$ cat src/common/memory_macros.svh
`ifndef MEMORY_MACROS_SVH
`define MEMORY_MACROS_SVH

// Host bus geometry
`define MEM_DATA_W 16
`define MEM_ADDR_W 14

`define NUM_SEGMENT 2

// Per-region address and data widths
`define CTL_ADDR_W 8
`define CLK_ADDR_W 7
`define DUTY_IDX_W 15
`define MOD_IDX_W 14
`define STM_ADDR_W 10
`define STM_PAGE_W 4
`define STM_DATA_W 64

// Special controller addresses
`define ADDR_MOD_WR_SEGMENT 8'h20
`define ADDR_STM_WR_SEGMENT 8'h21
`define ADDR_STM_WR_PAGE 8'h22
`define ADDR_DUTY_WR_PAGE 8'h23
`define ADDR_MOD_CYCLE 8'h24

// Values of host addr[13:8] inside the controller region
`define CNT_SEL_MAIN 6'd0
`define CNT_SEL_CLOCK 6'd1

`endif

$ cat src/common/array_data_pkg.sv
`default_nettype none

`include "memory_macros.svh"

package array_data_pkg;

  typedef logic segment_t;

  // Modulation memory with 8-bit samples
  typedef logic [`MOD_IDX_W-1:0] mod_idx_t;
  typedef logic [7:0] mod_value_t;

  // Duty table page bit sits just above the host address bits
  typedef logic [15:0] duty_idx_t;
  typedef logic [7:0] duty_value_t;

  // STM words with the page prefixed to the word address
  typedef logic [`STM_ADDR_W-1:0] stm_addr_t;
  typedef logic [`STM_DATA_W-1:0] stm_value_t;

  // Controller and clock table words share the host width
  typedef logic [`MEM_DATA_W-1:0] ctl_data_t;
  typedef logic [`CTL_ADDR_W-1:0] ctl_addr_t;
  typedef logic [`CLK_ADDR_W-1:0] clk_addr_t;

  // Array-side controller RAM port
  typedef struct packed {
    logic      we;
    ctl_addr_t addr;
    ctl_data_t din;
  } ctl_port_t;

  // Array-side clock table port
  typedef struct packed {
    logic      we;
    clk_addr_t addr;
    ctl_data_t din;
  } clk_port_t;

endpackage

`default_nettype wire

$ cat src/design/mod_sampler.sv
`timescale 1ns/1ps
`default_nettype none

`include "memory_macros.svh"

module mod_sampler (
  input  wire logic                        bus_clk,
  input  wire logic                        rst_n,
  input  wire logic                        update_tick,
  input  wire array_data_pkg::segment_t    mod_segment,
  output array_data_pkg::ctl_port_t        ctl_port,
  input  wire array_data_pkg::ctl_data_t   ctl_dout,
  output array_data_pkg::mod_idx_t         mod_idx,
  input  wire array_data_pkg::mod_value_t  mod_raw,
  output array_data_pkg::mod_value_t       mod_value,
  output logic                             mod_valid
);

  logic refresh_phase;
  array_data_pkg::mod_idx_t mod_cycle;
  array_data_pkg::segment_t last_segment;
  logic [1:0] tick_pipe;

  // Read-only access to the cycle length register
  assign ctl_port.we   = 1'b0;
  assign ctl_port.addr = `ADDR_MOD_CYCLE;
  assign ctl_port.din  = '0;

  // RAM output refreshes every cycle and is latched every other one
  always_ff @(posedge bus_clk) begin
    if (!rst_n) begin
      refresh_phase <= 1'b0;
      mod_cycle     <= '0;
    end else begin
      refresh_phase <= ~refresh_phase;
      if (refresh_phase) begin
        mod_cycle <= ctl_dout[`MOD_IDX_W-1:0];
      end
    end
  end

  // Index runs 0..mod_cycle and restarts at 0 on a segment switch
  always_ff @(posedge bus_clk) begin
    if (!rst_n) begin
      mod_idx      <= '0;
      last_segment <= '0;
    end else if (update_tick) begin
      last_segment <= mod_segment;
      if (mod_segment != last_segment || mod_idx >= mod_cycle) begin
        mod_idx <= '0;
      end else begin
        mod_idx <= mod_idx + array_data_pkg::mod_idx_t'(1);
      end
    end
  end

  // Two stages for the index register and the RAM read
  always_ff @(posedge bus_clk) begin
    if (!rst_n) begin
      tick_pipe <= '0;
      mod_valid <= 1'b0;
    end else begin
      tick_pipe <= {tick_pipe[0], update_tick};
      mod_valid <= tick_pipe[1];
    end
  end

  always_ff @(posedge bus_clk) begin
    if (tick_pipe[1]) begin
      mod_value <= mod_raw;
    end
  end

endmodule

`default_nettype wire

$ cat config.mk
export PLATFORM = sky130hd
export DESIGN_NAME = mod_sampler
export DESIGN_NICKNAME = d
export VERILOG_FILES = /design/src/common/array_data_pkg.sv /design/src/design/mod_sampler.sv
export VERILOG_INCLUDE_DIRS = /design/src /design/src/common
export SDC_FILE = /design/constraint.sdc
export NUM_CORES = 1
export LEC_CHECK = 0
export ABC_AREA = 1
export BUFFER_PORTS_ARGS = -buffer_cell sky130_fd_sc_hd__buf_2
export CORE_MARGIN = 4
export CORE_UTILIZATION = 53
export DETAILED_ROUTE_END_ITERATION = 8
export PLACE_DENSITY = 0.91
export SLEW_MARGIN = 20
export SYNTH_ARGS = -nofsm -noshare
export SYNTH_HDL_FRONTEND = slang
export SYNTH_SLANG_ARGS = --single-unit
$ cat constraint.sdc
create_clock -name bus_clk -period 3.9 [get_ports bus_clk]
set_clock_uncertainty 0.1 [all_clocks]
set_input_delay 0.585 -clock bus_clk [delete_from_list [all_inputs] [get_ports bus_clk]]
set_output_delay 0.585 -clock bus_clk [all_outputs]
set_load 0.03 [all_outputs]
==> results.cfg, run 1 <==
[setup_path]
r2r_cells = 10
path_max_fanout = 14
r2r_start = mod_idx[5]$_SDFFE_PN0P_
critical_path_class = register to register
crit_required_ns = 3.97
setup.worst_path.start = mod_idx[5]$_SDFFE_PN0P_
cp_delay_by_family_top = simple AND/OR/NAND/NOR gates
critical_path.cell_chain = ha_1, nand2_1, nor2_1, nand2_1, nand3_1, nand2_1, nand3_1, nand2_1, nand2_2, nor2_1
cp.buffers_inverters = 0
timing.critical_path.mode_cell = sky130_fd_sc_hd__nand2_1
critical_path.startpoint_type = register
worst_ep_arrival_time_ns = 1.85
critical_path_depth = 10
timing.critical_path.to_type = register
timing.critical_path.slowest_cell_delay_ns = 0.37
slowest_stage = sky130_fd_sc_hd__dfxtp_1

[placement]
placed_cells_incl_taps = 344
dpl.hpwl_mm = 3.036
gp_routability_congestion = 0.8084
dpl_cell_area_sq_mm = 0.002270
preCtsSetupSlack_ns = 2.127
buffer_ports.inserted = 48

[floorplanning]
die_height_um = 71.07
core_area_sq_mm = 0.003744
initial_utilization = 0.5632
die_w_um = 71.07
number_of_rows_in_the_core_area = 22
die_area_sq_mm = 0.005051
number_of_top_level_pins = 76

[power_and_ir_drop]
design_power_total_uw = 845.2
power-per-cell-area_mw_per_mm2 = 359.5
cellLeakagePower_nw = 1.150
vdd_drop_max_mv = 0.1995

[min_path]
holdPathStages = 1
hp-start = refresh_phase$_SDFF_PN0_
hold_path_class = register to register

[global_routing]
grt_usage = 0.1604
grt_max_degree = 28
grt_remaining_overflow = 0
first_global_vias = 1481
grt_antenna_before_repair = 0
grt_pass1_wl_mm = 6.389

[flow_run]
drv_cap = 0

[timing]
worst_pin_slew_ns = 0.6416
hold_viol = 0
fin_ws_ns = 2.128
fmax_ghz = 0.5644
setup_violations = 0
slew_violations = 0
setup-tns-final_ns = 0
slew_headroom = 0.5718
hold_slack_ns = 0.3342
fin_crit_sh = 0.4543
min_period_ns = 1.772
rsz0062_at_grt = false

[yosys]
syn-cell-area_sq_mm = 0.002108
synth_edf_count = 8
synthArstFlopShare = 0
synth.avg_cell_area_sq_um = 8.235
yosysSeqAreaShare = 0.4273
synth-main-ff-cell = sky130_fd_sc_hd__dfxtp_1
yosys-top-cells-area = sky130_fd_sc_hd__dfxtp_1, sky130_fd_sc_hd__edfxtp_1, sky130_fd_sc_hd__buf_4, sky130_fd_sc_hd__ha_1, sky130_fd_sc_hd__inv_1
post_synth_num_cell_types = 25
yosys_register_bits = 41
syn-instance-count = 256
ys_top_cells_by_count = sky130_fd_sc_hd__inv_1, sky130_fd_sc_hd__nand2_1, sky130_fd_sc_hd__dfxtp_1
area_leader_netlist = sky130_fd_sc_hd__dfxtp_1
synth_top_area_share = 0.3134
yosys_warnings = 0

[cts]
tritoncts_buffer_count = 5
worstSkewPairLatency_ns = 0.29
clock_sink_count = 41
h-tree-depth = 2
hold_buffers = 0
cts.repair.resized = 0
tritoncts = done
cts_setup_buffers = 0
cts.path.max_buffers = 2
cts.reportedPaths.clkPinSlew_ns = 0.07
cts_root_buffer = sky130_fd_sc_hd__clkbuf_8

[cells_and_area]
fin_nets = 346
filler_cell_count = 318
finish.utilization = 0.6280
diodes = 0
register_area_sq_um = 900.9
layout-area-overhead-vs-synth_pct = 11.51
area_of_all_placed_cells_without_fillers_sq_mm = 0.002351
multi_input_area_sq_um = 929.6
layout-drive-gt1-share = 0.2072
fin_cells = 352

[route]
routed_wirelength_mm = 3.886
viasPerCell = 4.693
drt_pass_1_iters = 4
drt.antenna.violating_nets = 0
wl_per_cell_um = 11.04
drc = 0
num_vias = 1652
dr.first_iter.drc_count = 66

[run_status]
result_of_the_run = finished clean
==> per-layer routing <==
layer	up-vias	GRT usage	routed length [um]
met5	-	0	0
met3	9	0.04972	275
li1	850	-	-
met4	0	0.07724	93
met2	52	0.2739	1857
met1	741	0.1810	1659
==> registers in the layout, summed over array words and instances, names as in the netlist <==
signal,count
last_segment,1
mod_cycle,14
mod_idx,14
mod_valid,1
mod_value,8
refresh_phase,1
tick_pipe,2
==> power breakdown <==
| group | total [mW] | internal, mW | switching, mW |
|---|---|---|---|
| combinational | 0.127 | 0.0357 | 0.0912 |
| sequential | 0.458 | 0.450 | 0.00784 |
| clock | 0.261 | 0.125 | 0.135 |
==> final cells by class <==
cell class,count,share of cell area
Multi-Input combinational cell,170,0.3954
Sequential cell,41,0.3832
Timing Repair Buffer,48,0.1022
Inverter,37,0.05907
Clock buffer,7,0.03246
Tap cell,48,0.02555
Clock inverter,1,0.002129
==> cells by family (layout without fill, tap and decap cells) <==
group / after synthesis / count (layout) / share of synthesized area
buf+inv: 68 / 93 / 0.1727
compound gates: 35 / 35 / 0.08309
flops: 41 / 41 / 0.4273
other cells: 2 / 25 / 0.003562
fa+ha+maj: 15 / 15 / 0.08902
xor+xnor: 11 / 11 / 0.04570
simple gates: 83 / 83 / 0.1739
mux: 1 / 1 / 0.004748
==> final timing paths <==
kind	end	slack (ns)
worst max-delay path	mod_idx[1]$_SDFFE_PN0P_	2.13
worst min-delay path	refresh_phase$_SDFF_PN0_	0.33
worst max register to register	mod_idx[1]$_SDFFE_PN0P_	2.13
worst min register to register	refresh_phase$_SDFF_PN0_	0.33
==> cell usage in the layout, fill, tap and decap left out, types with 3 or more instances in the layout <==
master / n
sky130_fd_sc_hd__buf_2: 48
sky130_fd_sc_hd__inv_1: 36
sky130_fd_sc_hd__nand2_1: 36
sky130_fd_sc_hd__dfxtp_1: 33
sky130_fd_sc_hd__nor2_1: 28
sky130_fd_sc_hd__conb_1: 25
sky130_fd_sc_hd__a21oi_1: 18
sky130_fd_sc_hd__o21ai_0: 16
sky130_fd_sc_hd__ha_1: 15
sky130_fd_sc_hd__xor2_1: 9
sky130_fd_sc_hd__edfxtp_1: 8
sky130_fd_sc_hd__nand3_1: 7
sky130_fd_sc_hd__clkbuf_8: 5
sky130_fd_sc_hd__nand4_1: 3
Power figures use the tool's default switching activity.
==> inputs of run 2 (changes only) <==
--- a/config.mk
+++ b/config.mk
@@ -6,12 +6,12 @@
 export SDC_FILE = /design/constraint.sdc
 export NUM_CORES = 1
 export LEC_CHECK = 0
-export ABC_AREA = 1
+export ABC_AREA = 0
 export BUFFER_PORTS_ARGS = -buffer_cell sky130_fd_sc_hd__buf_2
 export CORE_MARGIN = 4
-export CORE_UTILIZATION = 53
+export CORE_UTILIZATION = 45
 export DETAILED_ROUTE_END_ITERATION = 8
-export PLACE_DENSITY = 0.91
+export PLACE_DENSITY = 0.82
 export SLEW_MARGIN = 20
 export SYNTH_ARGS = -nofsm -noshare
 export SYNTH_HDL_FRONTEND = slang
==> constraint.sdc (replaced) <==
create_clock -name bus_clk -period 1.5 [get_ports bus_clk]
set_clock_uncertainty 0.1 [all_clocks]
set_input_delay 0.225 -clock bus_clk [delete_from_list [all_inputs] [get_ports bus_clk]]
set_output_delay 0.225 -clock bus_clk [all_outputs]
set_load 0.03 [all_outputs]
==> run 2 against run 1 <==
Effect of this change:
- the run now ends with negative setup slack left
- combinational power rose to 3.5 times the previous value
- utilization rose by 2.6 points
- cell count fell by 0.28%
- non-clock buffer count rose by 34
- sequential share of layout area fell by 5.6 points
- synthesized cell count fell by 15%
- global-route usage rose by 0.42 points
- register-to-register slack got worse by 2.4 ns
- total power rose to 3.2 times the previous value
- via count fell by 1.3%
- fmax rose by 1.6%
- critical path type unchanged
- largest cell class unchanged
==> results.cfg, run 2 <==
[floorplanning]
initial_utilization = 0.4773
number_of_rows_in_the_core_area = 24
die_height_um = 76.89
number_of_top_level_pins = 76
die_area_sq_mm = 0.005912
die_w_um = 76.89
core_area_sq_mm = 0.004474

[cts]
worstSkewPairLatency_ns = 0.30
cts.path.max_buffers = 2
cts_root_buffer = sky130_fd_sc_hd__clkbuf_8
h-tree-depth = 2
tritoncts = done
tritoncts_buffer_count = 5
clock_sink_count = 41
cts.reportedPaths.clkPinSlew_ns = 0.08

[yosys]
synth.avg_cell_area_sq_um = 9.842
syn-instance-count = 217
synth_edf_count = 8
yosysSeqAreaShare = 0.4218
synthMostInstantiatedCell = sky130_fd_sc_hd__dfxtp_1
syn-cell-area_sq_mm = 0.002136
post_synth_num_cell_types = 34
synth-main-ff-cell = sky130_fd_sc_hd__dfxtp_1
yosys-top-cells-area = sky130_fd_sc_hd__dfxtp_1, sky130_fd_sc_hd__edfxtp_1, sky130_fd_sc_hd__buf_4, sky130_fd_sc_hd__ha_1, sky130_fd_sc_hd__mux2i_1
area_leader_netlist = sky130_fd_sc_hd__dfxtp_1
yosys_register_bits = 41
yosys_warnings = 0
synthArstFlopShare = 0
ys_top_cells_by_count = sky130_fd_sc_hd__dfxtp_1, sky130_fd_sc_hd__buf_4, sky130_fd_sc_hd__nor2_1
synth_top_area_share = 0.3093

[cells_and_area]
layout.cells.most_common = sky130_fd_sc_hd__buf_2
reg.largest.list = mod_cycle x14, mod_idx x14, mod_value x8
diodes = 0
layout-drive-gt1-share = 0.4783
final_cell_mix = sky130_fd_sc_hd__buf_2, sky130_fd_sc_hd__buf_4, sky130_fd_sc_hd__conb_1, sky130_fd_sc_hd__mux2i_1, sky130_fd_sc_hd__nor2b_1
fin_nets = 341
layout-area-overhead-vs-synth_pct = 36.97

[route]
drt_pass_1_iters = 4
drc = 0
drt.antenna.violating_nets = 0
wl_per_cell_um = 13.04
routed_wirelength_mm = 4.578
viasPerCell = 4.644
dr.first_iter.drc_count = 70
num_vias = 1630

[run_status]
result_of_the_run = finished with violations
violations = negative setup slack

[global_routing]
grt_pass1_wl_mm = 7.672
first_global_vias = 1663
grt_antenna_before_repair = 0
grt_max_degree = 23
grt_remaining_overflow = 0
grt_usage = 0.1646

[power_and_ir_drop]
cellLeakagePower_nw = 1.307
power-per-cell-area_mw_per_mm2 = 910.4
vdd_drop_max_mv = 0.6336

[setup_path]
critical_path.startpoint_type = register
path_max_fanout = 8
timing.critical_path.to_type = register
worst_ep_arrival_time_ns = 1.83
critical_path_class = register to register
crit_required_ns = 1.59

[timing]
fin_ws_ns = -0.2435
hold_viol = 0
slew_violations = 0
rsz0062_at_grt = true
hold_slack_ns = 0.007076
fmax_ghz = 0.5735
min_period_ns = 1.744
setup-tns-final_ns = -3.218
fin_crit_sh = 1.162
setup_violations = 14

[placement]
buffer_ports.inserted = 48
gp_routability_congestion = 0.7873
preCtsSetupSlack_ns = -0.2452
dpl.hpwl_mm = 3.392

[min_path]
hold_path_class = input port to register

[flow_run]
drv_cap = 0
==> run 2: power breakdown <==
group	switching, mW	internal [mW]	leakage (nW)
clock	0.387	0.661	0.0681
sequential	0.0259	1.15	0.357
combinational	0.260	0.182	0.883
==> run 2: cells by family after synthesis <==
| family | Yosys count | synth area share |
|---|---|---|
| and+or+nand+nor | 69 | 0.1746 |
| buffers and inverters | 47 | 0.1347 |
| DFF | 41 | 0.4218 |
| muxes | 16 | 0.07498 |
| adders and majority gates | 15 | 0.08787 |
| AOI/OAI and AO/OA | 14 | 0.04921 |
| xor gates and xnor gates | 13 | 0.05331 |
| other | 2 | 0.003516 |
==> run 2: per-layer routing <==
layer,track usage,vias to the layer above,part of all wire
met2,0.2840,51,0.50
met5,0,-,0
met3,0.04333,7,0.059
met1,0.1956,746,0.42
met4,0.05978,0,0.020
li1,-,826,-
==> run 2: worst max-delay path, cell delays in order (launching register included) <==
cell and delay, ns:
sky130_fd_sc_hd__dfxtp_2 0.34, sky130_fd_sc_hd__inv_2 0.04, sky130_fd_sc_hd__ha_4 0.27, sky130_fd_sc_hd__nand4_1 0.18, sky130_fd_sc_hd__o21ai_2 0.18, sky130_fd_sc_hd__a211oi_2 0.10, sky130_fd_sc_hd__o211ai_2 0.21, sky130_fd_sc_hd__buf_6 0.17
sky130_fd_sc_hd__nor2_1 0.05
==> run 2: layout make-up <==
cell class / instances / area [sq um]
Sequential cell: 41 / 957.2
Timing Repair Buffer: 82 / 528.0
Clock inverter: 3 / 65.06
Clock buffer: 5 / 68.82
Multi-Input combinational cell: 152 / 1181
Fill cell: 364 / 1549
Inverter: 16 / 60.06
Tap cell: 52 / 65.06
==> run 2: path summary, 6_finish.rpt <==
| check | startpoint | to | slack (ns) | cells past startpoint |
|---|---|---|---|---|
| hold reg to reg | tick_pipe[0]$_SDFF_PN0_ | tick_pipe[1]$_SDFF_PN0_ | 0.36 | 1 |
| setup reg to reg | mod_cycle[5]$_SDFFE_PN0P_ | mod_idx[4]$_SDFFE_PN0P_ | -0.24 | 8 |
| hold / removal | mod_raw[4] | mod_value[4]$_DFFE_PP_ | 0.007 | 1 |
| setup / recovery | mod_cycle[5]$_SDFFE_PN0P_ | mod_idx[4]$_SDFFE_PN0P_ | -0.24 | 8 |
==> run 2: through the flow <==
stage	power, mW	std cells	util	area [sq um]
final	2.663	351	0.6538	2925
after global routing	2.779	351	0.6538	2925
after CTS	2.672	350	0.6465	2893
after detailed placement	1.595	337	0.5948	2661
after global placement	1.584	337	0.5948	2661
after floorplan	1.525	240	-	2361
==> run 2: repair_timing <==
item	CTS	global route
pin swaps	15	5
hold endpoints to repair	4	1
hold buffers	4	1
buffers inserted	1	0
setup endpoints to repair	14	14
gates resized for setup	22	8
==> inputs of run 3 (changes only) <==
--- a/config.mk
+++ b/config.mk
@@ -12,6 +12,7 @@
 export CORE_UTILIZATION = 45
 export DETAILED_ROUTE_END_ITERATION = 8
 export PLACE_DENSITY = 0.82
+export RECOVER_POWER = 100
 export SLEW_MARGIN = 20
 export SYNTH_ARGS = -nofsm -noshare
 export SYNTH_HDL_FRONTEND = slang
==> run 3 against run 2 <==
Effect of this change:
- the run still ends with negative setup slack left
- hold slack about the same
- global-route usage unchanged
- fmax up 0.22%
- largest cell class unchanged
- highest routed layer unchanged
==> results.cfg, run 3 (synthesized netlist as in run 2, its figures left out) <==
[cts]
cts.reportedPaths.clkPinSlew_ns = 0.08
h-tree-depth = 2
clock_sink_count = 41
tritoncts_buffer_count = 5
cts.path.max_buffers = 2
cts_root_buffer = sky130_fd_sc_hd__clkbuf_8
tritoncts = done
worstSkewPairLatency_ns = 0.30

[global_routing]
grt_usage = 0.1646
first_global_vias = 1663
grt_max_degree = 23
grt_antenna_before_repair = 0
grt_remaining_overflow = 0
grt_pass1_wl_mm = 7.672

[floorplanning]
core_area_sq_mm = 0.004474
die_area_sq_mm = 0.005912
number_of_top_level_pins = 76
die_w_um = 76.89
die_height_um = 76.89
number_of_rows_in_the_core_area = 24
initial_utilization = 0.4773

[power_and_ir_drop]
vdd_drop_max_mv = 0.6331
power-per-cell-area_mw_per_mm2 = 917.0
design_power_total_mw = 2.655
cellLeakagePower_nw = 1.252

[cells_and_area]
diodes = 0
layout.cells.most_common = sky130_fd_sc_hd__buf_4
reg.largest.list = mod_cycle x14, mod_idx x14, mod_value x8
layout-area-overhead-vs-synth_pct = 35.56
final_cell_mix = sky130_fd_sc_hd__buf_4, sky130_fd_sc_hd__conb_1, sky130_fd_sc_hd__buf_2, sky130_fd_sc_hd__mux2i_1, sky130_fd_sc_hd__nor2b_1
fin_nets = 341
layout-drive-gt1-share = 0.4381

[route]
num_vias = 1622
routed_wirelength_mm = 4.579
drt.antenna.violating_nets = 0
wl_per_cell_um = 13.05
viasPerCell = 4.621
drc = 0
drt_pass_1_iters = 4
dr.first_iter.drc_count = 77

[placement]
gp_routability_congestion = 0.7873
dpl.hpwl_mm = 3.392
buffer_ports.inserted = 48

[timing]
hold_viol = 0
rsz0062_at_grt = true
fin_crit_sh = 1.160
fmax_ghz = 0.5748
setup_violations = 14
hold_slack_ns = 0.007069
min_period_ns = 1.740
slew_violations = 0
fin_ws_ns = -0.2396

[setup_path]
path_max_fanout = 8
worst_ep_arrival_time_ns = 1.83
reg2reg_slack_ns = -0.24
crit_required_ns = 1.59
critical_path.startpoint_type = register
critical_path_class = register to register
timing.critical_path.to_type = register

[run_status]
violations = negative setup slack
result_of_the_run = finished with violations

[min_path]
hold_path_class = input port to register

[flow_run]
drv_cap = 0
## run 3: area by class of cell
type,instances,area [sq um]
timing repair buffer,82,498.0
multi-input combinational,152,1181
sequential,41,957.2
clock inverter,3,65.06
clock buffer,5,68.82
fill,377,1579
inverter,16,60.06
tap,52,65.06
## run 3: power breakdown
| group | total (mW) | switching [mW] | internal, mW |
|---|---|---|---|
| clock network | 1.05 | 0.387 | 0.661 |
| registers | 1.17 | 0.0250 | 1.15 |
| logic | 0.435 | 0.261 | 0.174 |
| total | 2.65 | 0.673 | 1.98 |
## run 3: routing by layer
metal  vias up  global-route usage  routed length [um]
met5         -                   0                   0
met4         0             0.05978                  89
met3         7             0.04333                 242
met2        45              0.2840                2278
met1       742              0.1956                1969
li1        828                   -                   -
## run 3: worst paths after layout
| check | to | cells past startpoint | startpoint |
|---|---|---|---|
| worst max-delay path | mod_idx[4]$_SDFFE_PN0P_ | 8 | mod_cycle[5]$_SDFFE_PN0P_ |
| worst min register to register | tick_pipe[1]$_SDFF_PN0_ | 1 | tick_pipe[0]$_SDFF_PN0_ |
| worst max register to register | mod_idx[4]$_SDFFE_PN0P_ | 8 | mod_cycle[5]$_SDFFE_PN0P_ |
| worst min-delay path | mod_value[4]$_DFFE_PP_ | 1 | mod_raw[4] |
## run 3: worst max-delay path: stages (launching register included)
cell                       delay (ns)
sky130_fd_sc_hd__dfxtp_2         0.34
sky130_fd_sc_hd__inv_2           0.04
sky130_fd_sc_hd__ha_4            0.27
sky130_fd_sc_hd__nand4_1         0.18
sky130_fd_sc_hd__o21ai_2         0.18
sky130_fd_sc_hd__a211oi_2        0.10
sky130_fd_sc_hd__o211ai_2        0.21
sky130_fd_sc_hd__buf_6           0.17
sky130_fd_sc_hd__nor2_1          0.05
## run 3: through the flow
stage	TNS [ns]	setup WS [ns]	utilization	cells	cell area, sq um
finish	-3.161	-0.2396	0.6471	351	2895
floorplan	-2.452	-0.2195	-	240	2361
global route	-4.509	-0.3444	0.6471	351	2895
CTS	-3.053	-0.2429	0.6465	350	2893
detailed placement	-3.144	-0.2452	0.5948	337	2661
global placement	-2.657	-0.2017	0.5948	337	2661
## run 3: repair_timing
action,in CTS,in global routing
gates resized for setup,22,8
hold buffers,4,1
endpoints found under the hold margin,4,1
pin swaps,15,5
setup buffers,1,0
endpoints found under the setup margin,14,14
